**src/axi_lite_cut_pkg.sv**
```systemverilog
package axi_lite_cut_pkg;

  // Bus widths
  typedef logic [11:0] addr_t;
  typedef logic [31:0] data_t;
  typedef logic [3:0]  strb_t;
  typedef logic [1:0]  resp_t;

  // AXI response codes
  localparam resp_t RESP_OKAY   = 2'd0;
  localparam resp_t RESP_SLVERR = 2'd2;

  // Register file write channel FSM
  typedef enum logic {
    WR_IDLE,
    WR_RESP
  } wr_state_e;

  // Register file read channel FSM
  typedef enum logic {
    RD_IDLE,
    RD_RESP
  } rd_state_e;

endpackage

```
**src/axi_lite_cut.sv**
```systemverilog
`timescale 1ns/10ps

module axi_lite_cut #(
  parameter bit bypass = 1'b0
) (
  input  logic                     clk_i,
  input  logic                     reset_i,
  // Slave side
  input  logic                     slv_aw_valid_i,
  output logic                     slv_aw_ready_o,
  input  axi_lite_cut_pkg::addr_t  slv_aw_addr_i,
  input  logic                     slv_w_valid_i,
  output logic                     slv_w_ready_o,
  input  axi_lite_cut_pkg::data_t  slv_w_data_i,
  input  axi_lite_cut_pkg::strb_t  slv_w_strb_i,
  output logic                     slv_b_valid_o,
  input  logic                     slv_b_ready_i,
  output axi_lite_cut_pkg::resp_t  slv_b_resp_o,
  input  logic                     slv_ar_valid_i,
  output logic                     slv_ar_ready_o,
  input  axi_lite_cut_pkg::addr_t  slv_ar_addr_i,
  output logic                     slv_r_valid_o,
  input  logic                     slv_r_ready_i,
  output axi_lite_cut_pkg::data_t  slv_r_data_o,
  output axi_lite_cut_pkg::resp_t  slv_r_resp_o,
  // Master side
  output logic                     mst_aw_valid_o,
  input  logic                     mst_aw_ready_i,
  output axi_lite_cut_pkg::addr_t  mst_aw_addr_o,
  output logic                     mst_w_valid_o,
  input  logic                     mst_w_ready_i,
  output axi_lite_cut_pkg::data_t  mst_w_data_o,
  output axi_lite_cut_pkg::strb_t  mst_w_strb_o,
  input  logic                     mst_b_valid_i,
  output logic                     mst_b_ready_o,
  input  axi_lite_cut_pkg::resp_t  mst_b_resp_i,
  output logic                     mst_ar_valid_o,
  input  logic                     mst_ar_ready_i,
  output axi_lite_cut_pkg::addr_t  mst_ar_addr_o,
  input  logic                     mst_r_valid_i,
  output logic                     mst_r_ready_o,
  input  axi_lite_cut_pkg::data_t  mst_r_data_i,
  input  axi_lite_cut_pkg::resp_t  mst_r_resp_i
);

  localparam int unsigned addr_w = $bits(axi_lite_cut_pkg::addr_t);
  localparam int unsigned w_w    = $bits(axi_lite_cut_pkg::data_t)
                                 + $bits(axi_lite_cut_pkg::strb_t);
  localparam int unsigned b_w    = $bits(axi_lite_cut_pkg::resp_t);
  localparam int unsigned r_w    = $bits(axi_lite_cut_pkg::data_t)
                                 + $bits(axi_lite_cut_pkg::resp_t);

  // Packed payloads for the W and R channels
  logic [w_w-1:0] w_slv, w_mst;
  logic [r_w-1:0] r_slv, r_mst;

  assign w_slv = {slv_w_data_i, slv_w_strb_i};
  assign {mst_w_data_o, mst_w_strb_o} = w_mst;
  assign r_mst = {mst_r_data_i, mst_r_resp_i};
  assign {slv_r_data_o, slv_r_resp_o} = r_slv;

  // Request channels run slave to master
  spill_register #(.width(addr_w), .bypass(bypass)) aw_reg (
    .clk_i   (clk_i),
    .reset_i (reset_i),
    .valid_i (slv_aw_valid_i),
    .ready_o (slv_aw_ready_o),
    .data_i  (slv_aw_addr_i),
    .valid_o (mst_aw_valid_o),
    .ready_i (mst_aw_ready_i),
    .data_o  (mst_aw_addr_o)
  );

  spill_register #(.width(w_w), .bypass(bypass)) w_reg (
    .clk_i   (clk_i),
    .reset_i (reset_i),
    .valid_i (slv_w_valid_i),
    .ready_o (slv_w_ready_o),
    .data_i  (w_slv),
    .valid_o (mst_w_valid_o),
    .ready_i (mst_w_ready_i),
    .data_o  (w_mst)
  );

  spill_register #(.width(addr_w), .bypass(bypass)) ar_reg (
    .clk_i   (clk_i),
    .reset_i (reset_i),
    .valid_i (slv_ar_valid_i),
    .ready_o (slv_ar_ready_o),
    .data_i  (slv_ar_addr_i),
    .valid_o (mst_ar_valid_o),
    .ready_i (mst_ar_ready_i),
    .data_o  (mst_ar_addr_o)
  );

  // Response channels run master to slave
  spill_register #(.width(b_w), .bypass(bypass)) b_reg (
    .clk_i   (clk_i),
    .reset_i (reset_i),
    .valid_i (mst_b_valid_i),
    .ready_o (mst_b_ready_o),
    .data_i  (mst_b_resp_i),
    .valid_o (slv_b_valid_o),
    .ready_i (slv_b_ready_i),
    .data_o  (slv_b_resp_o)
  );

  spill_register #(.width(r_w), .bypass(bypass)) r_reg (
    .clk_i   (clk_i),
    .reset_i (reset_i),
    .valid_i (mst_r_valid_i),
    .ready_o (mst_r_ready_o),
    .data_i  (r_mst),
    .valid_o (slv_r_valid_o),
    .ready_i (slv_r_ready_i),
    .data_o  (r_slv)
  );

endmodule

```
**src/axi_lite_cut_chain.sv**
```systemverilog
`timescale 1ns/10ps

module axi_lite_cut_chain #(
  parameter int unsigned num_cuts = 2,
  parameter bit          bypass   = 1'b0,
  parameter int unsigned num_regs = 8
) (
  input  logic                     clk_i,
  input  logic                     reset_i,
  input  logic                     aw_valid_i,
  output logic                     aw_ready_o,
  input  axi_lite_cut_pkg::addr_t  aw_addr_i,
  input  logic                     w_valid_i,
  output logic                     w_ready_o,
  input  axi_lite_cut_pkg::data_t  w_data_i,
  input  axi_lite_cut_pkg::strb_t  w_strb_i,
  output logic                     b_valid_o,
  input  logic                     b_ready_i,
  output axi_lite_cut_pkg::resp_t  b_resp_o,
  input  logic                     ar_valid_i,
  output logic                     ar_ready_o,
  input  axi_lite_cut_pkg::addr_t  ar_addr_i,
  output logic                     r_valid_o,
  input  logic                     r_ready_i,
  output axi_lite_cut_pkg::data_t  r_data_o,
  output axi_lite_cut_pkg::resp_t  r_resp_o
);

  // Stage 0 is the port, stage num_cuts feeds the register file
  logic                    aw_valid [num_cuts+1];
  logic                    aw_ready [num_cuts+1];
  axi_lite_cut_pkg::addr_t aw_addr  [num_cuts+1];
  logic                    w_valid  [num_cuts+1];
  logic                    w_ready  [num_cuts+1];
  axi_lite_cut_pkg::data_t w_data   [num_cuts+1];
  axi_lite_cut_pkg::strb_t w_strb   [num_cuts+1];
  logic                    b_valid  [num_cuts+1];
  logic                    b_ready  [num_cuts+1];
  axi_lite_cut_pkg::resp_t b_resp   [num_cuts+1];
  logic                    ar_valid [num_cuts+1];
  logic                    ar_ready [num_cuts+1];
  axi_lite_cut_pkg::addr_t ar_addr  [num_cuts+1];
  logic                    r_valid  [num_cuts+1];
  logic                    r_ready  [num_cuts+1];
  axi_lite_cut_pkg::data_t r_data   [num_cuts+1];
  axi_lite_cut_pkg::resp_t r_resp   [num_cuts+1];

  assign aw_valid[0] = aw_valid_i;
  assign aw_addr[0]  = aw_addr_i;
  assign w_valid[0]  = w_valid_i;
  assign w_data[0]   = w_data_i;
  assign w_strb[0]   = w_strb_i;
  assign b_ready[0]  = b_ready_i;
  assign ar_valid[0] = ar_valid_i;
  assign ar_addr[0]  = ar_addr_i;
  assign r_ready[0]  = r_ready_i;
  assign aw_ready_o  = aw_ready[0];
  assign w_ready_o   = w_ready[0];
  assign b_valid_o   = b_valid[0];
  assign b_resp_o    = b_resp[0];
  assign ar_ready_o  = ar_ready[0];
  assign r_valid_o   = r_valid[0];
  assign r_data_o    = r_data[0];
  assign r_resp_o    = r_resp[0];

  for (genvar k = 0; k < num_cuts; k++) begin : gen_cut
    axi_lite_cut #(.bypass(bypass)) cut_inst (
      .clk_i          (clk_i),
      .reset_i        (reset_i),
      .slv_aw_valid_i (aw_valid[k]),
      .slv_aw_ready_o (aw_ready[k]),
      .slv_aw_addr_i  (aw_addr[k]),
      .slv_w_valid_i  (w_valid[k]),
      .slv_w_ready_o  (w_ready[k]),
      .slv_w_data_i   (w_data[k]),
      .slv_w_strb_i   (w_strb[k]),
      .slv_b_valid_o  (b_valid[k]),
      .slv_b_ready_i  (b_ready[k]),
      .slv_b_resp_o   (b_resp[k]),
      .slv_ar_valid_i (ar_valid[k]),
      .slv_ar_ready_o (ar_ready[k]),
      .slv_ar_addr_i  (ar_addr[k]),
      .slv_r_valid_o  (r_valid[k]),
      .slv_r_ready_i  (r_ready[k]),
      .slv_r_data_o   (r_data[k]),
      .slv_r_resp_o   (r_resp[k]),
      .mst_aw_valid_o (aw_valid[k+1]),
      .mst_aw_ready_i (aw_ready[k+1]),
      .mst_aw_addr_o  (aw_addr[k+1]),
      .mst_w_valid_o  (w_valid[k+1]),
      .mst_w_ready_i  (w_ready[k+1]),
      .mst_w_data_o   (w_data[k+1]),
      .mst_w_strb_o   (w_strb[k+1]),
      .mst_b_valid_i  (b_valid[k+1]),
      .mst_b_ready_o  (b_ready[k+1]),
      .mst_b_resp_i   (b_resp[k+1]),
      .mst_ar_valid_o (ar_valid[k+1]),
      .mst_ar_ready_i (ar_ready[k+1]),
      .mst_ar_addr_o  (ar_addr[k+1]),
      .mst_r_valid_i  (r_valid[k+1]),
      .mst_r_ready_o  (r_ready[k+1]),
      .mst_r_data_i   (r_data[k+1]),
      .mst_r_resp_i   (r_resp[k+1])
    );
  end

  // Terminating slave at the end of the chain
  axi_lite_regfile #(.num_regs(num_regs)) regfile_inst (
    .clk_i      (clk_i),
    .reset_i    (reset_i),
    .aw_valid_i (aw_valid[num_cuts]),
    .aw_ready_o (aw_ready[num_cuts]),
    .aw_addr_i  (aw_addr[num_cuts]),
    .w_valid_i  (w_valid[num_cuts]),
    .w_ready_o  (w_ready[num_cuts]),
    .w_data_i   (w_data[num_cuts]),
    .w_strb_i   (w_strb[num_cuts]),
    .b_valid_o  (b_valid[num_cuts]),
    .b_ready_i  (b_ready[num_cuts]),
    .b_resp_o   (b_resp[num_cuts]),
    .ar_valid_i (ar_valid[num_cuts]),
    .ar_ready_o (ar_ready[num_cuts]),
    .ar_addr_i  (ar_addr[num_cuts]),
    .r_valid_o  (r_valid[num_cuts]),
    .r_ready_i  (r_ready[num_cuts]),
    .r_data_o   (r_data[num_cuts]),
    .r_resp_o   (r_resp[num_cuts])
  );

endmodule

```
**src/axi_lite_regfile.sv**
```systemverilog
`timescale 1ns/10ps

module axi_lite_regfile #(
  parameter int unsigned num_regs = 8
) (
  input  logic                     clk_i,
  input  logic                     reset_i,
  input  logic                     aw_valid_i,
  output logic                     aw_ready_o,
  input  axi_lite_cut_pkg::addr_t  aw_addr_i,
  input  logic                     w_valid_i,
  output logic                     w_ready_o,
  input  axi_lite_cut_pkg::data_t  w_data_i,
  input  axi_lite_cut_pkg::strb_t  w_strb_i,
  output logic                     b_valid_o,
  input  logic                     b_ready_i,
  output axi_lite_cut_pkg::resp_t  b_resp_o,
  input  logic                     ar_valid_i,
  output logic                     ar_ready_o,
  input  axi_lite_cut_pkg::addr_t  ar_addr_i,
  output logic                     r_valid_o,
  input  logic                     r_ready_i,
  output axi_lite_cut_pkg::data_t  r_data_o,
  output axi_lite_cut_pkg::resp_t  r_resp_o
);

  localparam int unsigned addr_w = $bits(axi_lite_cut_pkg::addr_t);
  localparam int unsigned strb_w = $bits(axi_lite_cut_pkg::strb_t);
  localparam int unsigned idx_w  = (num_regs > 1) ? $clog2(num_regs) : 1;

  axi_lite_cut_pkg::data_t   regs_q [num_regs];
  axi_lite_cut_pkg::wr_state_e wr_state_q;
  axi_lite_cut_pkg::rd_state_e rd_state_q;
  axi_lite_cut_pkg::resp_t   b_resp_q;
  axi_lite_cut_pkg::resp_t   r_resp_q;
  axi_lite_cut_pkg::data_t   r_data_q;

  logic [addr_w-3:0] wr_word, rd_word;
  logic [idx_w-1:0]  wr_idx, rd_idx;
  logic              wr_in_range, rd_in_range;
  logic              wr_fire, rd_fire;

  // Word index, byte offset bits ignored
  assign wr_word     = aw_addr_i[addr_w-1:2];
  assign rd_word     = ar_addr_i[addr_w-1:2];
  assign wr_idx      = aw_addr_i[idx_w+1:2];
  assign rd_idx      = ar_addr_i[idx_w+1:2];
  assign wr_in_range = (wr_word < num_regs);
  assign rd_in_range = (rd_word < num_regs);

  // AW and W are taken together in one cycle
  assign wr_fire    = aw_valid_i & w_valid_i & (wr_state_q == axi_lite_cut_pkg::WR_IDLE);
  assign aw_ready_o = wr_fire;
  assign w_ready_o  = wr_fire;
  assign b_valid_o  = (wr_state_q == axi_lite_cut_pkg::WR_RESP);
  assign b_resp_o   = b_resp_q;

  assign ar_ready_o = (rd_state_q == axi_lite_cut_pkg::RD_IDLE);
  assign rd_fire    = ar_valid_i & ar_ready_o;
  assign r_valid_o  = (rd_state_q == axi_lite_cut_pkg::RD_RESP);
  assign r_data_o   = r_data_q;
  assign r_resp_o   = r_resp_q;

  // Register array with per byte lane update
  always_ff @(posedge clk_i) begin
    if (reset_i) begin
      for (int i = 0; i < num_regs; i++) begin
        regs_q[i] <= '0;
      end
    end else if (wr_fire && wr_in_range) begin
      for (int b = 0; b < strb_w; b++) begin
        if (w_strb_i[b]) begin
          regs_q[wr_idx][8*b +: 8] <= w_data_i[8*b +: 8];
        end
      end
    end
  end

  // Write channel FSM
  always_ff @(posedge clk_i) begin
    if (reset_i) begin
      wr_state_q <= axi_lite_cut_pkg::WR_IDLE;
    end else begin
      case (wr_state_q)
        axi_lite_cut_pkg::WR_IDLE: if (wr_fire) wr_state_q <= axi_lite_cut_pkg::WR_RESP;
        axi_lite_cut_pkg::WR_RESP: if (b_ready_i) wr_state_q <= axi_lite_cut_pkg::WR_IDLE;
        default: wr_state_q <= axi_lite_cut_pkg::WR_IDLE;
      endcase
    end
  end

  // Read channel FSM
  always_ff @(posedge clk_i) begin
    if (reset_i) begin
      rd_state_q <= axi_lite_cut_pkg::RD_IDLE;
    end else begin
      case (rd_state_q)
        axi_lite_cut_pkg::RD_IDLE: if (rd_fire) rd_state_q <= axi_lite_cut_pkg::RD_RESP;
        axi_lite_cut_pkg::RD_RESP: if (r_ready_i) rd_state_q <= axi_lite_cut_pkg::RD_IDLE;
        default: rd_state_q <= axi_lite_cut_pkg::RD_IDLE;
      endcase
    end
  end

  // Response payloads, captured when the request is taken
  always_ff @(posedge clk_i) begin
    if (wr_fire) begin
      b_resp_q <= wr_in_range ? axi_lite_cut_pkg::RESP_OKAY : axi_lite_cut_pkg::RESP_SLVERR;
    end
    if (rd_fire) begin
      r_data_q <= rd_in_range ? regs_q[rd_idx] : '0;
      r_resp_q <= rd_in_range ? axi_lite_cut_pkg::RESP_OKAY : axi_lite_cut_pkg::RESP_SLVERR;
    end
  end

endmodule

```
**src/spill_register.sv**
```systemverilog
`timescale 1ns/10ps

module spill_register #(
  parameter int unsigned width  = 1,
  parameter bit          bypass = 1'b0
) (
  input  logic             clk_i,
  input  logic             reset_i,
  input  logic             valid_i,
  output logic             ready_o,
  input  logic [width-1:0] data_i,
  output logic             valid_o,
  input  logic             ready_i,
  output logic [width-1:0] data_o
);

  if (bypass) begin : gen_bypass
    // Purely combinational, no cut at all
    assign valid_o = valid_i;
    assign ready_o = ready_i;
    assign data_o  = data_i;
  end else begin : gen_reg
    logic             out_full_q;
    logic             spill_full_q;
    logic [width-1:0] out_data_q;
    logic [width-1:0] spill_data_q;
    logic             in_fire;
    logic             out_free;

    // Upstream ready only looks at the spill slot
    assign ready_o = ~spill_full_q;
    assign valid_o = out_full_q;
    assign data_o  = out_data_q;

    assign in_fire  = valid_i & ~spill_full_q;
    // Output slot can take a new item on this edge
    assign out_free = ~out_full_q | ready_i;

    always_ff @(posedge clk_i) begin
      if (reset_i) begin
        out_full_q   <= 1'b0;
        spill_full_q <= 1'b0;
      end else begin
        if (out_free) begin
          out_full_q <= spill_full_q | in_fire;
        end
        if (spill_full_q && out_free) begin
          spill_full_q <= 1'b0;
        end else if (in_fire && !out_free) begin
          spill_full_q <= 1'b1;
        end
      end
    end

    always_ff @(posedge clk_i) begin
      // Spilled item is older, so it goes out first
      if (out_free && (spill_full_q || in_fire)) begin
        out_data_q <= spill_full_q ? spill_data_q : data_i;
      end
      // Park the new item while the output slot is stalled
      if (in_fire && !out_free) begin
        spill_data_q <= data_i;
      end
    end
  end

endmodule

```
**config.mk**
```make
export PLATFORM = sky130hd
export DESIGN_NAME = axi_lite_cut_chain
export DESIGN_NICKNAME = d
export VERILOG_FILES = /design/src/axi_lite_cut_pkg.sv /design/src/axi_lite_cut.sv /design/src/axi_lite_cut_chain.sv /design/src/axi_lite_regfile.sv /design/src/spill_register.sv
export SDC_FILE = /design/constraint.sdc
export NUM_CORES = 1
export LEC_CHECK = 0
export BUFFER_PORTS_ARGS = -buffer_cell sky130_fd_sc_hd__buf_4
export CORE_ASPECT_RATIO = 2
export CORE_MARGIN = 5
export CORE_UTILIZATION = 61
export DETAILED_ROUTE_END_ITERATION = 10
export HOLD_SLACK_MARGIN = 0.12
export PLACE_DENSITY = 0.86
export SYNTH_ARGS = -nofsm -noshare
export SYNTH_HDL_FRONTEND = slang
export SYNTH_SLANG_ARGS = --single-unit
```
**constraint.sdc**
```tcl
create_clock -name clk_i -period 13.05 [get_ports clk_i]
set_input_delay 1.9575 -clock clk_i [delete_from_list [all_inputs] [get_ports clk_i]]
set_output_delay 1.9575 -clock clk_i [all_outputs]
set_load 0.05 [all_outputs]
```
* After elaboration in Yosys (flattened, before gate mapping)
Memory sizes are Yosys's and may differ from the RTL's. A register that Yosys moved wholly into a read port is not among the register bits.
Cells that the tools add are included.
** Operators by class
- Order comparisons :: 2
- Muxes and demuxes :: 39
- Bitwise logic cells :: 55
- Reduce and logical (&&, ||, !) cells :: 63
** Operators by type and width (number)
- $mux W36 :: 2
- $mux W34 :: 2
- $mux W12 :: 4
- $mux W32 :: 1
- $reduce_or A32 Y1 :: 1
- $logic_and A1 B1 Y1 :: 31
- $mux W1 :: 22
- $not A1 Y1 :: 22
- $lt A10 B4 Y1 const B :: 2
- $or A1 B1 Y1 :: 20
- $reduce_or A2 Y1 :: 10
- $and A1 B1 Y1 :: 13
- $logic_not A1 Y1 :: 11
- $logic_or A1 B1 Y1 :: 10
- $mux W2 :: 4
- $mux W4 :: 1
- $pmux W1 S2 :: 2
- $mux W3 :: 1
** Word-level totals
- Register bits after elaboration :: 410
- Memory bits (writable) :: 256
- Input bits :: 67
- Output and inout bits :: 41
- Logic and storage cells :: 204
- Memories :: 1
** Memory list
- regfile_inst.regs_q :: depth 8, bits a word 32, rd ports 1, clocked after memory_dff 1, write ports 8, line axi_lite_regfile.sv:31 : axi_lite_cut_pkg::data_t regs_q [num_regs];

* Logic depth before layout (Yosys ltp)
- Depth after elaboration :: 8
- Mapped depth :: 6
- Gate-level depth less buffers :: 3

* By module
From an unflattened synthesis, not the netlist that was laid out.
** Second synthesis, totals
- Cell total of the unflattened synthesis :: 1660
- Area total of the unflattened synthesis :: 28337.2 um2
** By module, submodules not included
- axi_lite_regfile :: times used 1, cells an instance 970, area each 13337.8 um2
- spill_register (gen_cut[0].cut_inst.w_reg ...) :: times used 2, cells an instance 121, area each 2691.3 um2
- spill_register (gen_cut[0].cut_inst.r_reg ...) :: times used 2, cells an instance 115, area each 2602.5 um2
- spill_register (gen_cut[0].cut_inst.ar_reg ...) :: times used 4, cells an instance 47, area each 988.4 um2
- spill_register (gen_cut[0].cut_inst.b_reg ...) :: times used 2, cells an instance 15, area each 229.0 um2

* Worst setup path after synthesis
No wires, ideal clock.
- Path kind :: input to register
- Start :: input r_ready_i
- End :: register gen_cut[0].cut_inst.r_reg.gen_reg.spill_data_q[10] (enable)
- Library setup time :: 471 ps
- Data arrival time :: 4649 ps
- Data required time :: 12579 ps
- Slack :: 7929 ps
- Stages :: 2
- Path through :: nand2b_1 > nor3b_1
** Between the ends
- Cells in the longest elaborated chain, start to end :: 3
** RTL lines
- start, declared :: line axi_lite_cut_chain.sv:24 : input logic r_ready_i,
- $or A1 B1 Y1 :: line spill_register.sv:37 : assign out_free = ~out_full_q | ready_i;
- $logic_not A1 Y1 :: line spill_register.sv:61 : if (in_fire && !out_free) begin
- $logic_and A1 B1 Y1 :: line spill_register.sv:61
- end signal, assigned :: line spill_register.sv:62 : spill_data_q <= data_i;
- end, declared :: line spill_register.sv:26 : logic [width-1:0] spill_data_q;
No other way between the ends.
A chain may end at the register's enable or synchronous reset.

==> key figures <==
Final layout
  • Finished Layout Cells: 2281
  • Layout cells sized above 1: 0.302
  • Layout Area Growth over Synthesis: 11.0%
  • Antenna cells: 0
  • Fillers: 2779
  • Final #Nets: ~1.7k

Worst setup path
  • Critical path data arrival time: approximately 4.8 ns
  • Cell family with most CP delay: simple AND/OR/NAND/NOR gates
  • CP startpoint kind: input port
  • Critical Path Max Stage Delay: 1.00 ns
  • CP Data Required Time: 13.41 ns
  • Worst R2R Setup Slack: between 9 and 10 ns
  • R2r endpoint: regfile_inst.r_data_o[10]
  • Worst R2R Start: gen_cut[1].cut_inst.ar_reg.data_o[2]
  • WS Path Type: in2reg
  • CP Capture Type: flop
  • Cells along the critical path: buf_4, nor4bb_2, nand2_2, nor3_1
  • Reg2Reg Depth: 5
  • Critical path's slowest cell: nor4bb_2
  • Critical path buffers and inverters: 1
  • Critical path fanouts, max: 64

Yosys
  • Async SR Flop Fraction: 0
  • Syn_area_per_cell: about 17 sq um
  • Mux cell area share after synthesis: 0.129
  • Count leader, synth: edfxtp_1
  • Post-Synth Simple-Gate Area: 0.0885
  • Synth area leaders: edfxtp_1 72%, mux2_2 10%, nor3_1 5.2%
  • Cells after Synth: approximately 1.6k
  • EDFF count, synth: between 600 and 700
  • Primary FF master, synth: edfxtp_1
  • Xor/xnor cell area share of the yosys netlist: 0
  • Yosys cell types: 31
  • Largest family of logic cells by synthesized area: multiplexers
  • Yosys top cell area share: 0.724
  • Syn. warnings: 0
  • Commonest cells post-synth: 650 x edfxtp_1, 279 x nor3_1, 244 x mux2_2, 63 x clkbuf_1, 46 x nor2_1
  • Post-synthesis sequential area ratio: 0.741
  • Mapped cell area: approximately 27000 sq um
  • Synth Area in Compound Gates: 0.0212
  • Yosys top cell by area: edfxtp_1
  • #FFs+latches synth: roughly 670
  • Adder-Cell Fraction of Synth Area: 0

Global routing
  • Initial antenna violation count: 0
  • Gr ovfl total: 0
  • First-pass GRT wire length: 82500 um
  • Number of global-route vias before repair: between 10k and 15k
  • Pin count of the biggest net entering global routing: 73
  • GR Util All Layers: 0.222

Timing
  • Layout Skew: 0.0206 ns
  • Final Hold Vio Count: 0
  • Peak Freq: about 230 MHz
  • # setup viols final: 0
  • Slew headroom: 0.187
  • Worst slew pin tran: between 1 and 1.5 ns
  • Minimum clock period: 4.39 ns
  • Crit share post-route: 0.337
  • Worst hold margin: ~0.44 ns
  • Setup TNS: 0 ns
  • Final WS setup: roughly 8.7 ns
  • Slew Limit Fails: 0
  • RSZ-0062 raised after global routing: false

Drt
  • Final WL: ~54000 um
  • Detail Route Antenna Nets: 0
  • DR vias: roughly 14k
  • DRT Pass-1 Iters: 5
  • Via density: around 6.2
  • Routed WL per cell: between 20 and 25 um
  • Residual DRC count: 0
  • DR iter-0 viols: about 1.3k

Placement
  • RePlAce Congestion: approximately 0.81
  • Placed insts: 2180
  • Setup WS pre-CTS: 8.18 ns
  • Detailed Place HPWL: between 30000 and 40000 um
  • Port Buffers: 101

Clocking
  • CTS Hold Bufs: 0
  • Num CTS Buffers: 54
  • Clock Pin Slew Worst Setup and Hold Paths: roughly 0.070 ns
  • Skew-Pair Late Insertion Delay: 0.59 ns
  • Bufs on Longest Clock Path: 3
  • Root buf cell: clkbuf_16
  • Post CTS Setup Buffer Count: 0
  • CTS Sinks: between 600 and 700
  • PostCTS Resize Cnt: 0
  • # H-tree levels: 2
  • CTS tree: yes

Floorplanning
  • Num rows: approximately 110
  • Die Y: around 310 um
  • Initial Util: 0.614
  • Num ports: 108
  • Die Span X: ~160 um
  • DIE AREA: about 50000 sq um
  • Core box area: ~44000 sq um

Worst hold path
  • Hold Path Class: reg2reg
  • Hold path cells: 0
  • Hold Path End: gen_cut[1].cut_inst.r_reg.gen_reg.spill_data_q[24]
  • Hold path start: regfile_inst.r_data_o[22]

Pwr
  • Design Power: ~4300 uW
  • Static leakage: 0.00959 uW
  • Cell Pwr Density: about 140 nW/um^2
  • Maximum vdd drop: about 0.14 mV

Run status
  • Status: finished, final reports clean

Flow run
  • Max-Cap Viols: 0
==> routing by layer <==
layer	share of wire	track usage
met1	0.35	0.270
met3	0.063	0.0290
met5	0	0
met2	0.54	0.390
met4	0.052	0.104
==> state kept, by name, summed over array words and instances (netlist names), 32 cells and up <==
| register | cells |
|---|---|
| regfile_inst.regs_q | 256 |
| gen_cut.cut_inst.w_reg.gen_reg.spill_data_q | 72 |
| gen_cut.cut_inst.r_reg.gen_reg.spill_data_q | 66 |
| gen_cut.cut_inst.w_reg.data_o | 72 |
| regfile_inst.r_data_o | 32 |
| gen_cut.cut_inst.r_reg.data_o | 66 |
==> cell usage in the layout (no fill, tap or decap), drive strengths merged, types with 2 or more instances in the layout <==
master    count
o22ai        32
clkinv       12
nand4b        2
clkbuf       80
mux4         32
edfxtp      650
nand2        45
dfxtp        22
bufinv        5
nor2         46
mux2        244
nor4          2
nor2b         2
conb          2
nand2b       35
a21oi        18
nand3         9
buf         128
o21bai       32
o21ai         2
o21a          4
clkinvlp      2
nor3        300
nor3b        10
inv           7
==> power by group <==
group / switching [uW] / internal (uW)
registers: 27.7 / 2420
logic: 102 / 67.8
clock network: 724 / 915
total: 854 / 3400
==> cells by family after synthesis <==
logic type / after synthesis
multiplexers: 276
flip-flops: 672
other: 1
buffers and inverters: 127
AO/OA/AOI/OAI: 88
AND/OR/NAND/NOR: 454
==> per-stage QoR <==
stage | utilization | instance area (sq um)
2_1_floorplan | - | 26900
3_3_place_gp | 0.640 | 28100
3_5_place_dp | 0.640 | 28100
4_1_cts | 0.681 | 29900
5_1_grt | 0.681 | 29900
6_report | 0.681 | 29900
==> cell type report <==
cell class	count	area [sq um]	area share
inverters	5	18.8	0.000628
repair buffers	128	961	0.0321
well taps	555	694	0.0232
clock inverters	21	245	0.00820
multi-input cells	820	6490	0.217
clock buffers	80	1530	0.0512
flip-flops and latches	672	20000	0.668
==> how the worst max path moves through the flow <==
stage / from / cells past startpoint / endpoint / slack [ns]
after floorplan: r_ready_i / 2 / gen_cut[0].cut_inst.r_reg.gen_reg.spill_data_q[10] / 7.93
after global placement: reset_i / 4 / regfile_inst.regs_q[5][31] / 8.33
after detailed placement: reset_i / 4 / regfile_inst.regs_q[7][24] / 8.18
after CTS: reset_i / 4 / regfile_inst.regs_q[7][24] / 8.77
after global routing: reset_i / 4 / regfile_inst.regs_q[5][28] / 8.56
final: reset_i / 4 / regfile_inst.regs_q[7][24] / 8.66
Power figures use the tool's default switching activity.
